==> src/hdl/dcmp_cfg.svh <==
//--------------------------------------------------------------------------
// Configuration macros for the decompose engine
// Memory geometry, polynomial sizes and the modulus constants
//--------------------------------------------------------------------------

`ifndef DCMP_CFG_SVH
`define DCMP_CFG_SVH

// Word address width of the coefficient memory
`define DCMP_MEM_ADDR_WIDTH 10

// Polynomial geometry
`define DCMP_N 256
`define DCMP_K 4
`define DCMP_COEFS_PER_WORD 4

// Modulus and decomposition bound
`define DCMP_Q 8380417
`define DCMP_GAMMA2 95232

// Memory words touched by one run
`define DCMP_POLY_WORDS ((`DCMP_K * `DCMP_N) / `DCMP_COEFS_PER_WORD)

`endif

==> src/hdl/dcmp_pkg.sv <==
//--------------------------------------------------------------------------
// Shared types of the decompose engine
// Vector typedefs, FSM enums and the memory request struct
//--------------------------------------------------------------------------

`include "dcmp_cfg.svh"

package dcmp_pkg;

    // Widths that carry a meaning
    typedef logic [`DCMP_MEM_ADDR_WIDTH-1:0] mem_addr_t;
    typedef logic [22:0] coef_t;
    typedef logic [5:0] r1_t;

    // Four coefficients per memory word, lane 0 in the low bits
    typedef logic [`DCMP_COEFS_PER_WORD-1:0][22:0] mem_word_t;
    typedef logic [`DCMP_COEFS_PER_WORD-1:0][5:0] r1_word_t;

    typedef enum logic [1:0] {
        RW_IDLE  = 2'b00,
        RW_READ  = 2'b01,
        RW_WRITE = 2'b10
    } rw_op_e;

    // Request on a memory port, op doubles as the strobe
    typedef struct packed {
        rw_op_e    op;
        mem_addr_t addr;
        mem_word_t wdata;
    } mem_req_t;

    typedef enum logic {
        DCMP_RD_IDLE = 1'b0,
        DCMP_RD_MEM  = 1'b1
    } dcmp_rd_state_e;

    typedef enum logic {
        DCMP_WR_IDLE = 1'b0,
        DCMP_WR_MEM  = 1'b1
    } dcmp_wr_state_e;

endpackage

==> src/hdl/dcmp_ctrl.sv <==
//--------------------------------------------------------------------------
// Decompose controller
// Read and write FSMs with the address counters for one run
//--------------------------------------------------------------------------

`include "dcmp_cfg.svh"

module dcmp_ctrl (
    input  logic                clk,
    input  logic                reset_n,
    input  logic                zeroize,
    input  logic                decompose_enable,
    input  dcmp_pkg::mem_addr_t src_base_addr,
    input  dcmp_pkg::mem_addr_t dest_base_addr,
    input  logic                r0_valid,
    output dcmp_pkg::mem_req_t  eng_rd_req,
    output logic                mod_enable,
    output dcmp_pkg::mem_addr_t eng_wr_addr,
    output logic                eng_wr_en,
    output logic                decompose_done
);
    import dcmp_pkg::*;

    localparam mem_addr_t LAST_WORD = mem_addr_t'(`DCMP_POLY_WORDS - 1);

    dcmp_rd_state_e rd_state, rd_state_nxt;
    dcmp_wr_state_e wr_state, wr_state_nxt;

    mem_addr_t rd_addr, rd_cnt;
    mem_addr_t wr_addr, wr_cnt;
    logic      start;
    logic      rd_last;
    logic      wr_last;

    // A start strobe only counts when both FSMs are idle
    assign start   = decompose_enable && decompose_done;
    assign rd_last = (rd_state == DCMP_RD_MEM) && (rd_cnt == LAST_WORD);
    assign wr_last = r0_valid && (wr_cnt == LAST_WORD);

    //----------------------------------------------------------------------
    // Read side
    //----------------------------------------------------------------------

    always_comb begin
        case (rd_state)
            DCMP_RD_IDLE: rd_state_nxt = start ? DCMP_RD_MEM : DCMP_RD_IDLE;
            DCMP_RD_MEM:  rd_state_nxt = rd_last ? DCMP_RD_IDLE : DCMP_RD_MEM;
            default:      rd_state_nxt = DCMP_RD_IDLE;
        endcase
    end

    always_ff @(posedge clk or negedge reset_n) begin
        if (!reset_n) begin
            rd_state <= DCMP_RD_IDLE;
            rd_addr  <= '0;
            rd_cnt   <= '0;
        end else if (zeroize) begin
            rd_state <= DCMP_RD_IDLE;
            rd_addr  <= '0;
            rd_cnt   <= '0;
        end else begin
            rd_state <= rd_state_nxt;
            if (start) begin
                rd_addr <= src_base_addr;
                rd_cnt  <= '0;
            end else if (rd_state == DCMP_RD_MEM) begin
                rd_addr <= rd_addr + 1'b1;
                rd_cnt  <= rd_cnt + 1'b1;
            end
        end
    end

    //----------------------------------------------------------------------
    // Write side
    //----------------------------------------------------------------------

    // Armed together with the read FSM, steps once per r0_valid
    always_comb begin
        case (wr_state)
            DCMP_WR_IDLE: wr_state_nxt = start ? DCMP_WR_MEM : DCMP_WR_IDLE;
            DCMP_WR_MEM:  wr_state_nxt = wr_last ? DCMP_WR_IDLE : DCMP_WR_MEM;
            default:      wr_state_nxt = DCMP_WR_IDLE;
        endcase
    end

    always_ff @(posedge clk or negedge reset_n) begin
        if (!reset_n) begin
            wr_state <= DCMP_WR_IDLE;
            wr_addr  <= '0;
            wr_cnt   <= '0;
        end else if (zeroize) begin
            wr_state <= DCMP_WR_IDLE;
            wr_addr  <= '0;
            wr_cnt   <= '0;
        end else begin
            wr_state <= wr_state_nxt;
            if (start) begin
                wr_addr <= dest_base_addr;
                wr_cnt  <= '0;
            end else if (r0_valid && (wr_state == DCMP_WR_MEM)) begin
                wr_addr <= wr_addr + 1'b1;
                wr_cnt  <= wr_cnt + 1'b1;
            end
        end
    end

    //----------------------------------------------------------------------
    // Outputs
    //----------------------------------------------------------------------

    // No new read in a zeroize cycle, so nothing reaches the pipeline after it
    assign mod_enable = (rd_state == DCMP_RD_MEM) && !zeroize;

    always_comb begin
        eng_rd_req.op    = mod_enable ? RW_READ : RW_IDLE;
        eng_rd_req.addr  = rd_addr;
        eng_rd_req.wdata = '0;
    end

    assign eng_wr_addr    = wr_addr;
    assign eng_wr_en      = r0_valid;
    assign decompose_done = (rd_state == DCMP_RD_IDLE) && (wr_state == DCMP_WR_IDLE);

    // Mod unit output only ever lands inside an armed write window
    a_wr_in_run: assert property (@(posedge clk) disable iff (!reset_n)
        eng_wr_en |-> (wr_state == DCMP_WR_MEM));

    // Start while the write side drains must not launch reads
    a_busy_start_ignored: assert property (@(posedge clk) disable iff (!reset_n)
        (decompose_enable && !decompose_done && rd_state == DCMP_RD_IDLE)
        |=> !mod_enable);

endmodule

==> config.mk <==
export PLATFORM = sky130hd
export DESIGN_NAME = dcmp_ctrl
export DESIGN_NICKNAME = d
export VERILOG_FILES = /design/src/hdl/dcmp_pkg.sv /design/src/hdl/dcmp_ctrl.sv
export VERILOG_INCLUDE_DIRS = /design/src /design/src/hdl
export SDC_FILE = /design/constraint.sdc
export NUM_CORES = 1
export LEC_CHECK = 0
export ABC_CLOCK_PERIOD_IN_PS = 1700
export BUFFER_PORTS_ARGS = -buffer_cell sky130_fd_sc_hd__clkbuf_2
export CORE_MARGIN = 2
export CORE_UTILIZATION = 47
export DETAILED_ROUTE_END_ITERATION = 8
export PLACE_DENSITY = 0.87
export REMOVE_ABC_BUFFERS = 1
export SYNTH_ARGS = -nofsm -noshare
export SYNTH_HDL_FRONTEND = slang
export SYNTH_SLANG_ARGS = --single-unit
==> constraint.sdc <==
create_clock -name clk -period 1.7 [get_ports clk]
set_input_delay 0.17 -clock clk [delete_from_list [all_inputs] [get_ports clk]]
set_output_delay 0.17 -clock clk [all_outputs]
set_load 0.05 [all_outputs]
==> out/metrics.yaml <==
clock_network:
  clock_latency_ns: 0.29
  cts_tree: "yes"
  root_buffer: "clkbuf_8"
  htree_levels: 2
  postCtsHoldBufs: 1
  cts_max_path_buffers: 2
  cts.clk_slew.worst_paths_ns: 0.08
  cts_buffers: 5
  cts_sinks: 42
  post_cts_resized: 0
  post_cts_buffers: 0
layout:
  drive_gt1_frac: 0.181
  final_common_cell: "conb_1"
  fillers: 613
  finalNonFillerCells: 463
  nets: 414
  final_cell_mix: "93 x conb_1, 48 x clkbuf_2, 42 x dfrtp_1"
  postLayoutCoreUtil: 0.492
  syn_to_final_growth_pct: 2.79
  diodes: 0
floorplan:
  start_util: 0.478
  dieArea_mm2: 0.00704
  rows: 29
  core_mm2: 0.00628
  die_y_um: 83.9
  chipWidth_um: 83.9
  ioPinCount: 142
global_routing:
  grt_util_all_layers: 0.155
  grt_pass1_wl_um: 8990
  antenna_found_initial: 0
  grt_remaining_overflow: 0
  grt_max_degree: 25
  grt_pass1_vias: 1927
yosys:
  syn_area_mm2: 0.00300
  avgSynthCellArea_um2: 8.91
  seq_area_frac_synth: 0.350
  synth_edf_count: 0
  synthFlopType: "dfrtp_1"
  synth_cells: 337
  yosys_warnings: 0
  synthTopCellsByArea: "dfrtp_1 35%, buf_4 24%, xor2_1 7.0%, a211oi_1 6.0%, nor2_1 3.9%"
  async_reset_ff_frac: 1.00
  ys_ff_latch: 42
  netlist.area_leader.share: 0.350
  ys_types: 38
  yosys.area.top_type: "dfrtp_1"
sta:
  fmax_mhz: 662
  hold_viol_final: 0
  min_period_ns: 1.51
  hold_ws_ns: 0.134
  fin_ws_ns: 0.190
  finalCritPeriodShare: 0.888
  rsz0062_at_grt: "false"
  fin_skew_ns: 0.00682
  relSlewSlack: 0.615
  finalMaxSlewViolations: 0
  report.final.setup_viol: 0
  tns_ns: 0
  tightest_slew_ns: 0.578
drt:
  wirelength_um: 5530
  vias_per_cell: 4.66
  antenna_left: 0
  wl_per_cell_um: 11.9
  drc_errors: 0
  drt_iter0_markers: 76
  vias: 2156
  firstDrtPassIters: 4
placement:
  place_ws_ns: 0.215
  dp_hpwl_um: 4300
  io_buffers: 48
  gp_congestion: 0.874
  placed_cells: 454
power_and_ir_drop:
  powerDensity_mw_per_mm2: 896
  irDropWorstVdd_v: 0.000564
  total_leakage_power_nw: 1.53
outcome:
  outcome: "complete, no violations"
setup_path:
  crit_type: "reg -> reg"
  worstPathMaxFanout: 12
  slowest_stage: "dfrtp_1"
  cp_data_arrival_time_ns: 1.68
  crit_path_cell_trace: "nor2b_1 > buf_4 > nor2b_1 > a211oi_1 > a211oi_1"
  endpoint_kind: "flop"
  worstSetupStartpointType: "flop"
  critPathRequiredTime_ns: 1.87
  max_stage_delay_ns: 0.47
flow_run:
  cap_violations: 0
worst_hold_path:
  hold_class: "in -> reg"
[per-layer routing]
metal,up-vias,track usage,share of wire
met3,6,0.0336,0.062
met2,86,0.264,0.51
met1,1025,0.199,0.42
li1,1039,-,-
met4,0,0.0411,0.0099
met5,-,0,0
[final timing paths]
check	startpoint	end	slack, ns	cells past startpoint
worst min register to register	wr_cnt[7]	wr_cnt[7]	0.55	2
min in group asynchronous	reset_n	rd_cnt[7]	0.40	2
worst max register to register	wr_state	rd_addr[0]	0.19	5
worst min-delay path	src_base_addr[4]	rd_addr[4]	0.13	3
max in group asynchronous	reset_n	eng_wr_addr[9]	0.78	3
worst max-delay path	wr_state	rd_addr[0]	0.19	5
[flip-flops by register name (all words and copies together) (netlist names)]
signal / cells
eng_wr_addr: 10
rd_addr: 10
rd_cnt: 10
rd_state: 1
wr_cnt: 10
wr_state: 1
[synth_stat cells (5+ instances only)]
library cell,n
buf_4,95
dfrtp_1,42
nor2_1,31
a211oi_1,24
xor2_1,24
nand2_1,20
nand3_1,9
buf_2,8
nand4_1,8
nor2b_1,7
nor3_1,7
xnor2_1,6
a21oi_1,5
and3_1,5
clkbuf_1,5
[power by group]
group	switching, mW	total (mW)	internal (mW)
clock network	0.335	0.662	0.326
registers	0.0681	1.12	1.05
logic	0.823	0.985	0.162
[worst max-delay path, delay by kind of cell, from the launching register on]
family,cells,cell delay [ns]
simple gates,2,0.33
compound gates,2,0.35
buf+inv,1,0.24
flops,1,0.47
[kinds of logic after synthesis]
| group | count (synthesis) | synth area share |
|---|---|---|
| simple gates | 108 | 0.184 |
| xor+xnor | 30 | 0.0875 |
| buf+inv | 113 | 0.266 |
| flops | 42 | 0.350 |
| mux | 3 | 0.0104 |
| compound gates | 36 | 0.0842 |
| fa+ha+maj | 4 | 0.0167 |
| other cells | 1 | 0.00125 |
[through the flow]
stage	power, mW	area (um^2)
5_1_grt	2.90	3090
6_report	2.77	3090
3_3_place_gp	2.10	2980
4_1_cts	2.80	3090
3_5_place_dp	2.12	2980
2_1_floorplan	1.92	2560
[layout make-up]
cell class              instances  area, um^2  area share
clock buffers                   6        82.6      0.0268
clock inverters                 2        12.5     0.00405
inverters                       4        15.0     0.00486
well taps                      77        96.3      0.0312
multi-input cells             274        1500       0.486
repair buffers                 58         330       0.107
flip-flops and latches         42        1050       0.340
Note: power is estimated with default switching activity, not from simulation.
