$ cat config.mk
export PLATFORM = sky130hd
export DESIGN_NAME = dcmp_mod_unit
export DESIGN_NICKNAME = d
export VERILOG_FILES = /design/src/hdl/dcmp_pkg.sv /design/src/hdl/dcmp_mod_unit.sv
export VERILOG_INCLUDE_DIRS = /design/src /design/src/hdl
export SDC_FILE = /design/constraint.sdc
export NUM_CORES = 1
export LEC_CHECK = 0
export BUFFER_PORTS_ARGS = -buffer_cell sky130_fd_sc_hd__buf_2
export CAP_MARGIN = 30
export CORE_UTILIZATION = 50
export CTS_BUF_LIST = sky130_fd_sc_hd__clkbuf_4 sky130_fd_sc_hd__clkbuf_8
export CTS_CLUSTER_DIAMETER = 80
export DETAILED_ROUTE_END_ITERATION = 12
export PLACE_DENSITY = 0.67
export SLEW_MARGIN = 20
export SYNTH_ARGS = -nofsm -noshare
export SYNTH_HDL_FRONTEND = slang
export SYNTH_SLANG_ARGS = --single-unit
$ cat constraint.sdc
create_clock -name clk -period 9.9 [get_ports clk]
set_clock_uncertainty 0.1 [all_clocks]
set_input_delay 1.485 -clock clk [delete_from_list [all_inputs] [get_ports clk]]
set_output_delay 1.485 -clock clk [all_outputs]
set_load 0.02 [all_outputs]
$ cat src/hdl/dcmp_cfg.svh
//--------------------------------------------------------------------------
// Configuration macros for the decompose engine
// Memory geometry, polynomial sizes and the modulus constants
//--------------------------------------------------------------------------

`ifndef DCMP_CFG_SVH
`define DCMP_CFG_SVH

// Word address width of the coefficient memory
`define DCMP_MEM_ADDR_WIDTH 10

// Polynomial geometry
`define DCMP_N 256
`define DCMP_K 4
`define DCMP_COEFS_PER_WORD 4

// Modulus and decomposition bound
`define DCMP_Q 8380417
`define DCMP_GAMMA2 95232

// Memory words touched by one run
`define DCMP_POLY_WORDS ((`DCMP_K * `DCMP_N) / `DCMP_COEFS_PER_WORD)

`endif

$ cat src/hdl/dcmp_pkg.sv
//--------------------------------------------------------------------------
// Shared types of the decompose engine
// Vector typedefs, FSM enums and the memory request struct
//--------------------------------------------------------------------------

`include "dcmp_cfg.svh"

package dcmp_pkg;

    // Widths that carry a meaning
    typedef logic [`DCMP_MEM_ADDR_WIDTH-1:0] mem_addr_t;
    typedef logic [22:0] coef_t;
    typedef logic [5:0] r1_t;

    // Four coefficients per memory word, lane 0 in the low bits
    typedef logic [`DCMP_COEFS_PER_WORD-1:0][22:0] mem_word_t;
    typedef logic [`DCMP_COEFS_PER_WORD-1:0][5:0] r1_word_t;

    typedef enum logic [1:0] {
        RW_IDLE  = 2'b00,
        RW_READ  = 2'b01,
        RW_WRITE = 2'b10
    } rw_op_e;

    // Request on a memory port, op doubles as the strobe
    typedef struct packed {
        rw_op_e    op;
        mem_addr_t addr;
        mem_word_t wdata;
    } mem_req_t;

    typedef enum logic {
        DCMP_RD_IDLE = 1'b0,
        DCMP_RD_MEM  = 1'b1
    } dcmp_rd_state_e;

    typedef enum logic {
        DCMP_WR_IDLE = 1'b0,
        DCMP_WR_MEM  = 1'b1
    } dcmp_wr_state_e;

endpackage

$ cat src/hdl/dcmp_mod_unit.sv
//--------------------------------------------------------------------------
// Decompose datapath, four lanes wide
// Stage one reduces mod 2*gamma2, stage two forms r1 and stores r0 mod q
//--------------------------------------------------------------------------

`include "dcmp_cfg.svh"

module dcmp_mod_unit (
    input  logic                clk,
    input  logic                reset_n,
    input  logic                zeroize,
    input  logic                rd_valid,
    input  dcmp_pkg::mem_word_t rd_data,
    output logic                r0_valid,
    output dcmp_pkg::mem_word_t r0_word,
    output dcmp_pkg::r1_word_t  r1_word
);
    import dcmp_pkg::*;

    localparam int TWO_GAMMA2 = 2 * `DCMP_GAMMA2;
    // 2*gamma2 = 93 * 2^11, the low 11 bits pass straight through
    localparam int LOW_BITS    = 11;
    localparam int ODD_DIV     = TWO_GAMMA2 >> LOW_BITS;
    localparam int RECIP_SHIFT = 13;
    localparam int RECIP       = (1 << RECIP_SHIFT) / ODD_DIV;
    localparam int R1_MAX      = (`DCMP_Q - 1) / TWO_GAMMA2 - 1;

    localparam logic signed [24:0] Q_S   = `DCMP_Q;
    localparam logic signed [24:0] Q_M1  = `DCMP_Q - 1;

    logic s1_valid;

    always_ff @(posedge clk or negedge reset_n) begin
        if (!reset_n) begin
            s1_valid <= 1'b0;
            r0_valid <= 1'b0;
        end else if (zeroize) begin
            s1_valid <= 1'b0;
            r0_valid <= 1'b0;
        end else begin
            s1_valid <= rd_valid;
            r0_valid <= s1_valid;
        end
    end

    for (genvar i = 0; i < `DCMP_COEFS_PER_WORD; i++) begin : g_lane
        coef_t              r_in;
        logic [6:0]         hi_mod;
        logic [17:0]        r_mod;
        logic signed [18:0] r0_c;
        coef_t              s1_r;
        logic signed [18:0] s1_r0;
        logic signed [24:0] diff;
        logic [12:0]        d_hi;
        logic [18:0]        prod;
        logic [5:0]         q_est;
        logic [12:0]        rem;
        r1_t                r1_q;
        logic               corner;
        logic signed [24:0] r0_adj;
        logic signed [24:0] r0_modq;

        // Stage one: r mod 2*gamma2 via the odd factor, then centered
        assign r_in   = rd_data[i];
        assign hi_mod = 7'(r_in[22:LOW_BITS] % ODD_DIV);
        assign r_mod  = {hi_mod, r_in[LOW_BITS-1:0]};
        assign r0_c   = (r_mod > `DCMP_GAMMA2) ? 19'($signed({1'b0, r_mod}) - TWO_GAMMA2)
                                               : $signed({1'b0, r_mod});

        always_ff @(posedge clk) begin
            if (rd_valid) begin
                s1_r  <= r_in;
                s1_r0 <= r0_c;
            end
        end

        // Stage two: (r - r0) is a multiple of 2*gamma2, divide its top by 93
        assign diff   = $signed({2'b00, s1_r}) - s1_r0;
        assign d_hi   = diff[23:LOW_BITS];
        assign prod   = 19'(d_hi) * 19'(RECIP);
        assign q_est  = prod[18:RECIP_SHIFT];
        assign rem    = d_hi - 13'(q_est) * 13'(ODD_DIV);
        // Reciprocal rounds down, at most one step short
        assign r1_q   = (rem >= 13'(ODD_DIV)) ? q_est + 1'b1 : q_est;

        // r - r0 = q - 1 folds r1 to zero and pulls r0 down by one
        assign corner  = (diff == Q_M1);
        assign r0_adj  = corner ? s1_r0 - 1 : 25'(s1_r0);
        assign r0_modq = r0_adj[24] ? r0_adj + Q_S : r0_adj;

        always_ff @(posedge clk) begin
            if (s1_valid) begin
                r0_word[i] <= coef_t'(r0_modq);
                r1_word[i] <= corner ? '0 : r1_q;
            end
        end

        // Holds only if the memory words feeding the engine are below q
        a_r1_range: assert property (@(posedge clk) disable iff (!reset_n)
            r0_valid |-> (r1_word[i] <= r1_t'(R1_MAX)));
    end

endmodule

==> flow_metrics.py <==
metrics = {
    "place": {
        "pre_cts_ws_ns": -0.228,
        "dp.cells": 4802,
        "gp_congestion": 0.935,
        "dp_hpwl_mm": 62.4,
        "io_buffers": 212,
    },
    "global_routing": {
        "overflow": 0,
        "grtUsageTotal_pct": 23.8,
        "grt_use_met2_pct": 39.3,
        "antenna_found_initial": 0,
        "grt_pass1_vias": 25500,
        "use_met3_pct": 2.67,
        "busiest_layer": "met2",
        "grt_pass1_wl_mm": 127,
        "grtUsageMet1_pct": 33.2,
        "grt_max_degree": 65,
    },
    "clock_network": {
        "cts_tree": "built",
        "h-tree-depth": 2,
        "insertion_delay_ns": 0.62,
        "cts_sinks": 242,
        "cts_root_buf": "clkbuf_8",
        "clk_path_buf_depth": 3,
        "cts_inserted_buffers": 45,
        "clkTransAtPathRegs_ns": 0.06,
    },
    "timing": {
        "fmax_mhz": 101,
        "hold_ws_ns": 0.546,
        "worstMarginPinSlew_ns": 0.943,
        "tns_ns": 0,
        "layout_min_cycle_time_ns": 9.86,
        "rsz0062_at_grt": "true",
        "setup-violations-final": 0,
        "slew_violations": 0,
        "relSlewSlack_pct": 36.7,
        "final_hold_viol_count": 0,
        "finalCritPeriodShare_pct": 99.6,
        "fin_ws_ns": 0.0409,
    },
    "synthesis": {
        "syn_area_per_cell_sq_um": 8.56,
        "synth-seq-cells": 242,
        "postSynthCellCount": 3706,
        "synthDistinctLibCells": 126,
        "syn-cell-area_sq_um": 31700,
        "synth_ff_type": "edfxtp_1",
        "postSynthNetCount": 4240,
        "ys_warn_count": 0,
        "async_flop_share_pct": 0.826,
        "synth_edf_count": 240,
        "synth_seq_area_share_pct": 22.9,
    },
    "layout": {
        "layout-drive-gt1-share_pct": 19.0,
        "final_cells": 4924,
        "finalNetCount": 4586,
        "nFillCells": 5576,
        "mostFrequentLayoutCell": "inv_1",
        "mostFrequentLayoutCells": "inv_1 (460), ha_1 (306), nor2_1 (267), edfxtp_1 (240), xnor2_1 (237)",
        "multi_input_area_sq_um": 23000,
        "ff_latch_area_sq_um": 7260,
        "diodes": 0,
        "area_growth_pct": 15.6,
    },
    "die": {
        "die_h_um": 254,
        "die_area_sq_um": 64400,
        "die_x_um": 254,
        "start_util_pct": 51.0,
        "core_area_sq_um": 62200,
        "rows": 91,
        "ios": 213,
    },
    "worst_setup_path": {
        "cp_max_fo": 7,
        "slowest_delay_ns": 0.59,
        "worstPathRequired_ns": 10.16,
        "critPathKind": "reg2reg",
        "crit_slowest_cell": "fa_1",
        "reg2reg_depth": 44,
        "start_kind": "flop",
        "critPathMostFrequentCell": "o21a_1",
        "arrival_ns": 10.12,
        "end_kind": "flop",
    },
    "drt": {
        "via_per_inst": 5.66,
        "wl_per_cell_um": 16.3,
        "drtIter0Drc": 1697,
        "dr_total_vias": 27900,
        "wirelength_mm": 80.2,
        "dr.pass1.iters": 5,
        "ant_nets": 0,
        "drc": 0,
    },
    "hold_path": {
        "min_path_type": "in2async",
    },
    "run": {
        "maxCapViolCount": 0,
    },
    "outcome": {
        "outcome": "complete, no violations",
    },
}
-- flip-flops by register name, indices dropped and copies added (netlist names) --
signal and cells:
s1_valid 1, g_lane.s1_r 92, r0_valid 1, r1_word 24, g_lane.s1_r0 32, r0_word 92
-- what timing repair did --
| item | in CTS | in global routing |
|---|---|---|
| pin swaps | 6 | 103 |
| hold buffers | 0 | 0 |
| endpoints found under the setup margin | 24 | 24 |
| buffers inserted | 7 | 32 |
| gates resized for setup | 15 | 184 |
-- synth_stat cells, types with 17 or more instances --
| library cell | n | share of area (%) |
|---|---|---|
| a211oi_1 | 41 | 0.97 |
| a21boi_0 | 19 | 0.45 |
| a21o_1 | 55 | 1.3 |
| a21oi_1 | 177 | 2.8 |
| a31oi_1 | 39 | 0.77 |
| and2_1 | 31 | 0.61 |
| and3_1 | 27 | 0.53 |
| buf_2 | 28 | 0.44 |
| clkbuf_1 | 76 | 0.90 |
| edfxtp_1 | 240 | 23 |
| fa_1 | 108 | 6.8 |
| ha_1 | 330 | 13 |
| inv_1 | 483 | 5.7 |
| mux2_2 | 23 | 0.82 |
| mux2i_1 | 43 | 1.4 |
| nand2_1 | 212 | 2.5 |
| nand2b_1 | 39 | 0.77 |
| nand3_1 | 71 | 1.1 |
| nand4_1 | 43 | 0.85 |
| nor2_1 | 292 | 3.5 |
| nor2b_1 | 47 | 0.93 |
| nor3_1 | 137 | 2.2 |
| nor4_1 | 41 | 0.81 |
| o211a_1 | 21 | 0.66 |
| o211ai_1 | 31 | 0.73 |
| o21a_1 | 80 | 1.9 |
| o21ai_0 | 163 | 2.6 |
| o22ai_1 | 22 | 0.43 |
| o31ai_1 | 28 | 0.66 |
| or2_2 | 34 | 0.67 |
| or3_1 | 42 | 0.83 |
| or4_1 | 17 | 0.40 |
| xnor2_1 | 247 | 6.8 |
| xor2_1 | 76 | 2.1 |
-- through the flow --
step                      utilization, %  cell area [sq um]
after global routing                59.0              36700
after global placement              55.6              34500
after CTS                           57.3              35600
after detailed placement            55.6              34500
after floorplan                        -              31700
final                               59.0              36700
-- worst paths after layout --
check	start	end	slack (ns)
min in group clk	g_lane[1].s1_r[8]	r0_word[31]	0.55
max	g_lane[2].s1_r0[11]	r1_word[16]	0.04
min reg2reg	g_lane[1].s1_r[8]	r0_word[31]	0.55
min	reset_n	r0_valid	0.55
max in group asynchronous	reset_n	s1_valid	9.04
max reg2reg	g_lane[2].s1_r0[11]	r1_word[16]	0.04
-- per-layer routing --
layer | wire [um] | part of all wire (%) | up-vias
met4 | 1570 | 2.0 | 0
met2 | 37500 | 47 | 638
met1 | 37700 | 47 | 13100
li1 | - | - | 14000
met3 | 3350 | 4.2 | 118
met5 | 0 | 0 | -
-- area by class of cell --
class,instances,share of cell area (%)
clock inverters,21,0.590
inverters,485,4.97
multi-input cells,2869,62.8
clock buffers,61,2.07
repair buffers,409,6.94
flip-flops and latches,242,19.8
well taps,837,2.86
-- kinds of logic after synthesis --
family,share of synthesized area [%]
and+or+nand+nor,17.6
xor gates and xnor gates,9.08
muxes,2.53
AOI/OAI and AO/OA,20.7
adders and majority gates,19.9
DFF,22.9
buffers and inverters,7.21
-- critical path: cells and delay by family (launching register included) --
family	cells	cell delay, ns
xor+xnor	4	0.62
buf+inv	5	0.48
fa+ha+maj	9	3.48
flops	1	0.43
compound gates	16	3.09
simple gates	10	1.38
Power is left out: the tool's default activity adds up to more than one toggle a clock period on the data nets, which glitch-free logic cannot reach.
