<file path="src/hdl/dcmp_cfg.svh">
//--------------------------------------------------------------------------
// Configuration macros for the decompose engine
// Memory geometry, polynomial sizes and the modulus constants
//--------------------------------------------------------------------------

`ifndef DCMP_CFG_SVH
`define DCMP_CFG_SVH

// Word address width of the coefficient memory
`define DCMP_MEM_ADDR_WIDTH 10

// Polynomial geometry
`define DCMP_N 256
`define DCMP_K 4
`define DCMP_COEFS_PER_WORD 4

// Modulus and decomposition bound
`define DCMP_Q 8380417
`define DCMP_GAMMA2 95232

// Memory words touched by one run
`define DCMP_POLY_WORDS ((`DCMP_K * `DCMP_N) / `DCMP_COEFS_PER_WORD)

`endif

</file>
<file path="src/hdl/dcmp_pkg.sv">
//--------------------------------------------------------------------------
// Shared types of the decompose engine
// Vector typedefs, FSM enums and the memory request struct
//--------------------------------------------------------------------------

`include "dcmp_cfg.svh"

package dcmp_pkg;

    // Widths that carry a meaning
    typedef logic [`DCMP_MEM_ADDR_WIDTH-1:0] mem_addr_t;
    typedef logic [22:0] coef_t;
    typedef logic [5:0] r1_t;

    // Four coefficients per memory word, lane 0 in the low bits
    typedef logic [`DCMP_COEFS_PER_WORD-1:0][22:0] mem_word_t;
    typedef logic [`DCMP_COEFS_PER_WORD-1:0][5:0] r1_word_t;

    typedef enum logic [1:0] {
        RW_IDLE  = 2'b00,
        RW_READ  = 2'b01,
        RW_WRITE = 2'b10
    } rw_op_e;

    // Request on a memory port, op doubles as the strobe
    typedef struct packed {
        rw_op_e    op;
        mem_addr_t addr;
        mem_word_t wdata;
    } mem_req_t;

    typedef enum logic {
        DCMP_RD_IDLE = 1'b0,
        DCMP_RD_MEM  = 1'b1
    } dcmp_rd_state_e;

    typedef enum logic {
        DCMP_WR_IDLE = 1'b0,
        DCMP_WR_MEM  = 1'b1
    } dcmp_wr_state_e;

endpackage

</file>
<file path="src/hdl/dcmp_mem_arbiter.sv">
//--------------------------------------------------------------------------
// Memory arbiter between the engine and the host port
// Engine wins both ports and read data follows a one-cycle owner tag
//--------------------------------------------------------------------------

module dcmp_mem_arbiter (
    input  logic                clk,
    input  logic                reset_n,
    input  dcmp_pkg::mem_req_t  eng_rd_req,
    input  logic                eng_wr_en,
    input  dcmp_pkg::mem_addr_t eng_wr_addr,
    input  dcmp_pkg::mem_word_t eng_wr_data,
    input  dcmp_pkg::mem_req_t  host_req,
    input  logic                engine_busy,
    output dcmp_pkg::mem_req_t  mem_rd_req,
    output dcmp_pkg::mem_req_t  mem_wr_req,
    input  dcmp_pkg::mem_word_t mem_rd_data,
    output logic                eng_rd_valid,
    output dcmp_pkg::mem_word_t eng_rd_data,
    output dcmp_pkg::mem_word_t host_rdata,
    output logic                host_rdata_valid,
    output logic                host_reject
);
    import dcmp_pkg::*;

    logic eng_rd;
    logic host_rd;
    logic host_wr;
    logic eng_tag;
    logic host_tag;

    assign eng_rd      = (eng_rd_req.op == RW_READ);
    assign host_rd     = !engine_busy && (host_req.op == RW_READ) && !eng_rd;
    assign host_wr     = !engine_busy && (host_req.op == RW_WRITE) && !eng_wr_en;
    assign host_reject = engine_busy && (host_req.op != RW_IDLE);

    always_comb begin
        mem_rd_req = '0;
        mem_wr_req = '0;
        if (eng_rd) begin
            mem_rd_req = eng_rd_req;
        end else if (host_rd) begin
            mem_rd_req = host_req;
        end
        if (eng_wr_en) begin
            mem_wr_req.op    = RW_WRITE;
            mem_wr_req.addr  = eng_wr_addr;
            mem_wr_req.wdata = eng_wr_data;
        end else if (host_wr) begin
            mem_wr_req = host_req;
        end
    end

    // Who owns the data coming back next cycle
    always_ff @(posedge clk or negedge reset_n) begin
        if (!reset_n) begin
            eng_tag  <= 1'b0;
            host_tag <= 1'b0;
        end else begin
            eng_tag  <= eng_rd;
            host_tag <= host_rd;
        end
    end

    assign eng_rd_valid     = eng_tag;
    assign eng_rd_data      = eng_tag ? mem_rd_data : '0;
    assign host_rdata_valid = host_tag;
    assign host_rdata       = host_tag ? mem_rd_data : '0;

    // Engine traffic stays inside the busy window that locks the host out
    a_rd_owner: assert property (@(posedge clk) disable iff (!reset_n)
        eng_rd |-> engine_busy);

    a_wr_owner: assert property (@(posedge clk) disable iff (!reset_n)
        eng_wr_en |-> engine_busy);

endmodule

</file>
<file path="config.mk">
export PLATFORM = sky130hd
export DESIGN_NAME = dcmp_mem_arbiter
export DESIGN_NICKNAME = d
export VERILOG_FILES = /design/src/hdl/dcmp_pkg.sv /design/src/hdl/dcmp_mem_arbiter.sv
export VERILOG_INCLUDE_DIRS = /design/src /design/src/hdl
export SDC_FILE = /design/constraint.sdc
export NUM_CORES = 1
export LEC_CHECK = 0
export BUFFER_PORTS_ARGS = -buffer_cell sky130_fd_sc_hd__buf_2
export CORE_AREA = 2 2 314 316
export CTS_CLUSTER_SIZE = 25
export DETAILED_ROUTE_END_ITERATION = 7
export DIE_AREA = 0 0 316 318
export PLACE_DENSITY_LB_ADDON = 0.1
export SETUP_SLACK_MARGIN = 0.05
export SYNTH_ARGS = -nofsm -noshare
export SYNTH_HDL_FRONTEND = slang
export SYNTH_SLANG_ARGS = --single-unit
</file>
<file path="constraint.sdc">
create_clock -name clk -period 3.1 [get_ports clk]
set_input_delay 0.155 -clock clk [delete_from_list [all_inputs] [get_ports clk]]
set_output_delay 0.155 -clock clk [all_outputs]
set_load 0.01 [all_outputs]
</file>
==> out/results.txt, run 1 <==
status: finished, final reports clean
Final Slew Violations: 0
CTS tree: done
Slew @ Worst Pin: 0.689 ns
Critical Path Start Type: input port
post-route ant nets: 0
Final #Nets: 1833
clock buffer count from CTS: 3
register area share after synthesis: 1.05%
largest cells by area after synthesis: and2_1 (24%), a22o_1 (19%), nand3b_1 (16%), o31ai_2 (15%), inv_1 (8.0%)
WHS: 0.290 ns
area leader, netlist: and2_1
vias per cell: 3.12
Synth cell types: 20
DRC viols: 0
placed cells: 2708
critical path arrival: 1.76 ns
crit share post-route: 61.9%
largest net degree at the start of global routing: 94
Peak VDD IR: 0.111 mV
violation count after the first detailed-routing iteration: 265
max cap viols: 0
Initial Utilization: 4.90%
Gate power share: 84.3%
Placer Congestion: 0.811
synthesized cell area: 4780 um2
DRT Pass-1 Iters: 4
most frequent cells in the layout: buf_2 (795), and2_1 (184), a22o_1 (102), inv_1 (102), nand3b_1 (102)
std cell rows: 115
setup violators final: 0
dpl cell area: 10200 um2
Synth Register Bits: 2
Clock Sinks: 2
worst setup path endpoint: mem_rd_req[85]
Post-Syn Instances: 693
Clk Tree Root Cell: clkbuf_16
post-route cell area: 10300 um2
HP Class: input port to asynchronous set/reset pin
IO buf count: 798
Total GRT Usage: 10.1%
vias in the first global route: 8657
maximum clock insertion buffer count: 2
hpwl dp: 48.2 mm
Die Wd: 316 um
layout cell share with drive strength beyond 1: 62.2%
YS warnings: 0
RSZ-0062 raised after global routing: false
crit path max fanout: 42
Switching Share: 49.5%
clock power share: 13.4%
post_cts resized: 0
syn avg cell area: 6.89 um2
sw power: 0.000720 W
core area: 97400 um2
leading cell type in the layout, fill and taps excluded: buf_2
initial antenna violation count: 49
Final Power: 0.00145 W
setup TNS: 0 ns
Required @ worst endpoint: 2.94 ns
Vias: 8467
H-tree depth: 1
WL per Instance: 20.2 um
sequential power share: 2.3%
crit path from: host_req[102]
max_slew headroom: 54.0%
Die Height: 318 um
Total Routed Length: 54.9 mm
Period minus WS final: 1.92 ns
Clk pin slew, worst setup/hold paths: 0.03 ns
I/O pins: 801
critical path type: input port to output port
fmax: 521 MHz
Hold Fails Final Rpt: 0
Lkg Pwr: 5.72 nW
non-filler cells, final: 2717
total gr overflow: 0
first-pass GRT wire length: 71.6 mm
nature of the critical path endpoint: output port
share of Yosys cell area claimed by the top area cell type: 24.1%
Internal: 0.000734 W
Syn-to-layout area delta: 116%
PD cells: 141 nW/um2
Die Area: 100000 um2
==> worst max-delay path, cell delays in order <==
cell and delay [ns]:
buf_2 0.12, or3b_4 0.59, buf_12 0.30, o31ai_2 0.24, buf_2 0.25
==> cell usage after synthesis <==
cell type / instances
and2_1: 184
a22o_1: 102
inv_1: 102
nand3b_1: 102
clkbuf_1: 66
o31ai_2: 59
o31ai_1: 43
buf_2: 14
buf_6: 6
buf_4: 3
buf_1: 2
dfrtp_1: 2
conb_1: 1
nand2b_1: 1
nor2_1: 1
nor2b_1: 1
nor4b_2: 1
o21a_1: 1
or2_2: 1
or3b_1: 1
==> through the flow <==
stage / worst slack [ns] / utilization [%]
after detailed placement: 1.15 / 10.5
after global routing: 1.10 / 10.6
after global placement: 1.17 / 10.5
after CTS: 1.14 / 10.6
after floorplan: 1.73 / -
final: 1.18 / 10.6
==> routing by layer <==
metal / track usage [%] / share of wire, % / vias to the layer above
met5: 0 / 0.19 / -
met4: 0.853 / 1.5 / 16
met3: 2.80 / 7.8 / 84
met2: 20.3 / 54 / 507
met1: 10.6 / 37 / 3975
li1: - / - / 3885
==> cells by family after synthesis <==
logic type	Yosys count	synth area share (%)
AOI/OAI and AO/OA	205	41.1
other	1	0.0785
DFF	2	1.05
buffers and inverters	193	16.7
and+or+nand+nor	292	41.1
==> power by group through the flow <==
stage               sequential, W  clock, W  combinational [W]
floorplan               0.0000290         0           0.000533
global placement        0.0000345         0            0.00127
detailed placement      0.0000348         0            0.00126
CTS                     0.0000345  0.000199            0.00126
global route            0.0000350  0.000203            0.00134
finish                  0.0000340  0.000195            0.00123
==> registers in the layout (all words and copies together), names as in the netlist <==
| name | cells |
|---|---|
| eng_rd_valid | 1 |
| host_rdata_valid | 1 |
==> area by class of cell <==
cell class                 count  area (um2)
antenna                        5        12.5
clock buffer                   3        75.1
fill                       11500       87100
inverter                     102         383
multi-input combinational    499        3950
sequential                     2        52.6
tap                         1287        1610
timing repair buffer         819        4240
==> repair_timing <==
item | 4_1_cts | 5_1_grt
endpoints found under the setup margin | 0 | 0
endpoints found under the hold margin | 2 | 0
hold buffers | 1 | 0
setup buffers | 0 | 0
==> worst min path at each step <==
| stage | from | endpoint | slack [ns] | cells after the start |
|---|---|---|---|---|
| 3_5_place_dp | reset_n | host_rdata_valid | -0.06 | 1 |
| 2_1_floorplan | reset_n | eng_rd_valid | -0.14 | 0 |
| 6_report | reset_n | eng_rd_valid | 0.29 | 2 |
| 3_3_place_gp | reset_n | eng_rd_valid | -0.06 | 1 |
| 4_1_cts | reset_n | eng_rd_valid | 0.30 | 2 |
| 5_1_grt | reset_n | host_rdata_valid | 0.29 | 2 |
No activity file was read; power rests on OpenSTA's default activity.
==> inputs of run 2 (changes only) <==
ABC_AREA = 1   (was unset)
CORE_AREA = 2 2 312 314   (was 2 2 314 316)
DIE_AREA = 0 0 314 316   (was 0 0 316 318)
clock period = 1.7 ns   (was 3.1 ns; I/O delays follow)
==> out/results.txt, run 2 <==
setup TNS: 0 ns
Placer Congestion: 0.857
critical path type: register to output port
share of Yosys cell area claimed by the top area cell type: 47.3%
status: finished, final reports clean
post-route ant nets: 0
Synth top cells by count: nand2_1 (595), inv_1 (185), nand3_1 (102), nand4_1 (102), buf_2 (63)
H-tree depth: 1
Initial Utilization: 4.92%
max_slew headroom: 61.1%
post-CTS setup buffer count: 0
ys flop type: dfrtp_1
Final Power: 0.00271 W
mux contribution to synthesized area: 0%
maximum clock insertion buffer count: 2
Async S/R FF share, synth: 100%
count leader, synth: nand2_1
Peak VDD IR: 0.275 mV
Critical Path Start Type: register
leading cell type in the layout, fill and taps excluded: buf_2
FILL cells: 11600
Syn-to-layout area delta: 121%
core area: 96000 um2
setup violators final: 0
WHS: 0.237 ns
Synth Register Bits: 2
Clk Tree Root Cell: clkbuf_16
Synth Area in Compound Gates: 0.265%
Synth cell types: 17
Final Worst Setup Slack: 0.156 ns
Post-Synth XOR/XNOR Area: 0%
vias in the first global route: 9904
register area share after synthesis: 1.06%
post-synthesis adder-cell area fraction: 0%
fmax: 648 MHz
nature of the critical path endpoint: output port
initial antenna violation count: 39
Vias: 9866
DRT Pass-1 Iters: 4
Total Routed Length: 54.6 mm
max cap viols: 0
critical path arrival: 1.46 ns
Crit path largest cell delay: 0.66 ns
met1 Usage GRT: 11.3%
Clk pin slew, worst setup/hold paths: 0.03 ns
crit share post-route: 90.8%
violation count after the first detailed-routing iteration: 415
largest family of logic cells by synthesized area: simple AND/OR/NAND/NOR gates
non-filler cells, final: 3121
YS warnings: 0
worst-path cell chain: buf_12 > nand2_1 > inv_1 > buf_2
HP Class: input port to asynchronous set/reset pin
Die Height: 316 um
gr busiest metal: met2
count of flip-flops with a built-in enable after synthesis: 0
clock buffer count from CTS: 3
simple-gate share of the synthesized area: 72.3%
first-pass GRT wire length: 72.7 mm
Clock Sinks: 2
Post-Syn Instances: 1097
placed cells: 3109
Die Area: 99200 um2
Period minus WS final: 1.54 ns
area leader, netlist: nand2_1
PD cells: 260 nW/um2
WL per Instance: 17.5 um
Lkg Pwr: 7.57 nW
DRC viols: 0
I/O pins: 801
met2 Resource Use GR: 19.3%
Total GRT Usage: 10.1%
Hold Fails Final Rpt: 0
syn avg cell area: 4.31 um2
largest net degree at the start of global routing: 104
layout cell share with drive strength beyond 1: 46.2%
vias per cell: 3.16
total gr overflow: 0
IO buf count: 798
most frequent cells in the layout: buf_2 (797), nand2_1 (594), inv_1 (185)
Final Slew Violations: 0
CTS tree: done
post_cts resized: 0
Final #Nets: 2245
std cell rows: 114
global routing usage on met3: 3.14%
Slowest cell on crit path: dfrtp_4
Setup WS pre-CTS: 0.318 ns
synthesized cell area: 4720 um2
Slew @ Worst Pin: 0.583 ns
Required @ worst endpoint: 1.62 ns
hpwl dp: 47.3 mm
crit path max fanout: 34
RSZ-0062 raised after global routing: false
largest cells by area after synthesis: nand2_1 (47%), inv_1 (15%), nand4_1 (14%), nand3_1 (11%), buf_2 (6.7%)
Die Wd: 314 um
## run 2: layout make-up
cell class	count	area, um2	share of cell area (%)
Sequential cell	2	57.6	0.552
Multi-Input combinational cell	807	3450	33.1
Tap cell	1276	1600	15.3
Timing Repair Buffer	836	4510	43.3
Clock buffer	3	75.1	0.720
Inverter	189	714	6.86
Antenna cell	8	20.0	0.192
## run 2: power breakdown
part	internal, W	switching [W]
logic	0.000910	0.00138
registers	0.0000514	0.0000162
clock network	0.000299	0.0000549
total	0.00126	0.00145
## run 2: repair_timing
item	in CTS	in global routing
setup endpoints to repair	0	0
hold endpoints to repair	2	0
hold buffers	1	0
## run 2: how the worst max path moves through the flow
stage                      end  slack [ns]  cells past startpoint           from
4_1_cts        eng_rd_data[24]        0.13                      4   eng_rd_valid
6_report       eng_rd_data[24]        0.16                      4   eng_rd_valid
5_1_grt        eng_rd_data[28]        0.06                      4   eng_rd_valid
3_5_place_dp    mem_rd_req[82]        0.32                      8  host_req[102]
3_3_place_gp    mem_rd_req[83]        0.32                      8  host_req[102]
2_1_floorplan  eng_rd_data[12]        0.63                      4   eng_rd_valid
## run 2: per-stage QoR
step / utilization (%) / area (um2)
global placement: 10.7 / 10300
CTS: 10.8 / 10400
finish: 10.9 / 10400
global route: 10.8 / 10400
floorplan: - / 4730
detailed placement: 10.7 / 10300
## run 2: cell families (layout without fill, tap and decap cells)
group	Yosys count	after routing
buf+inv	289	1028
simple gates	803	803
other cells	1	10
compound gates	2	2
flops	2	2
## run 2: critical path, delay by kind of cell (launching register included)
kind	cells	cell delay (ns)
AND/OR/NAND/NOR	1	0.07
buffers and inverters	3	0.45
flip-flops	1	0.66
## run 2: layer usage
metal / wire length (um) / share of wire (%)
met1: 20900 / 38
met2: 28100 / 51
met3: 4790 / 8.8
met4: 681 / 1.2
met5: 126 / 0.23
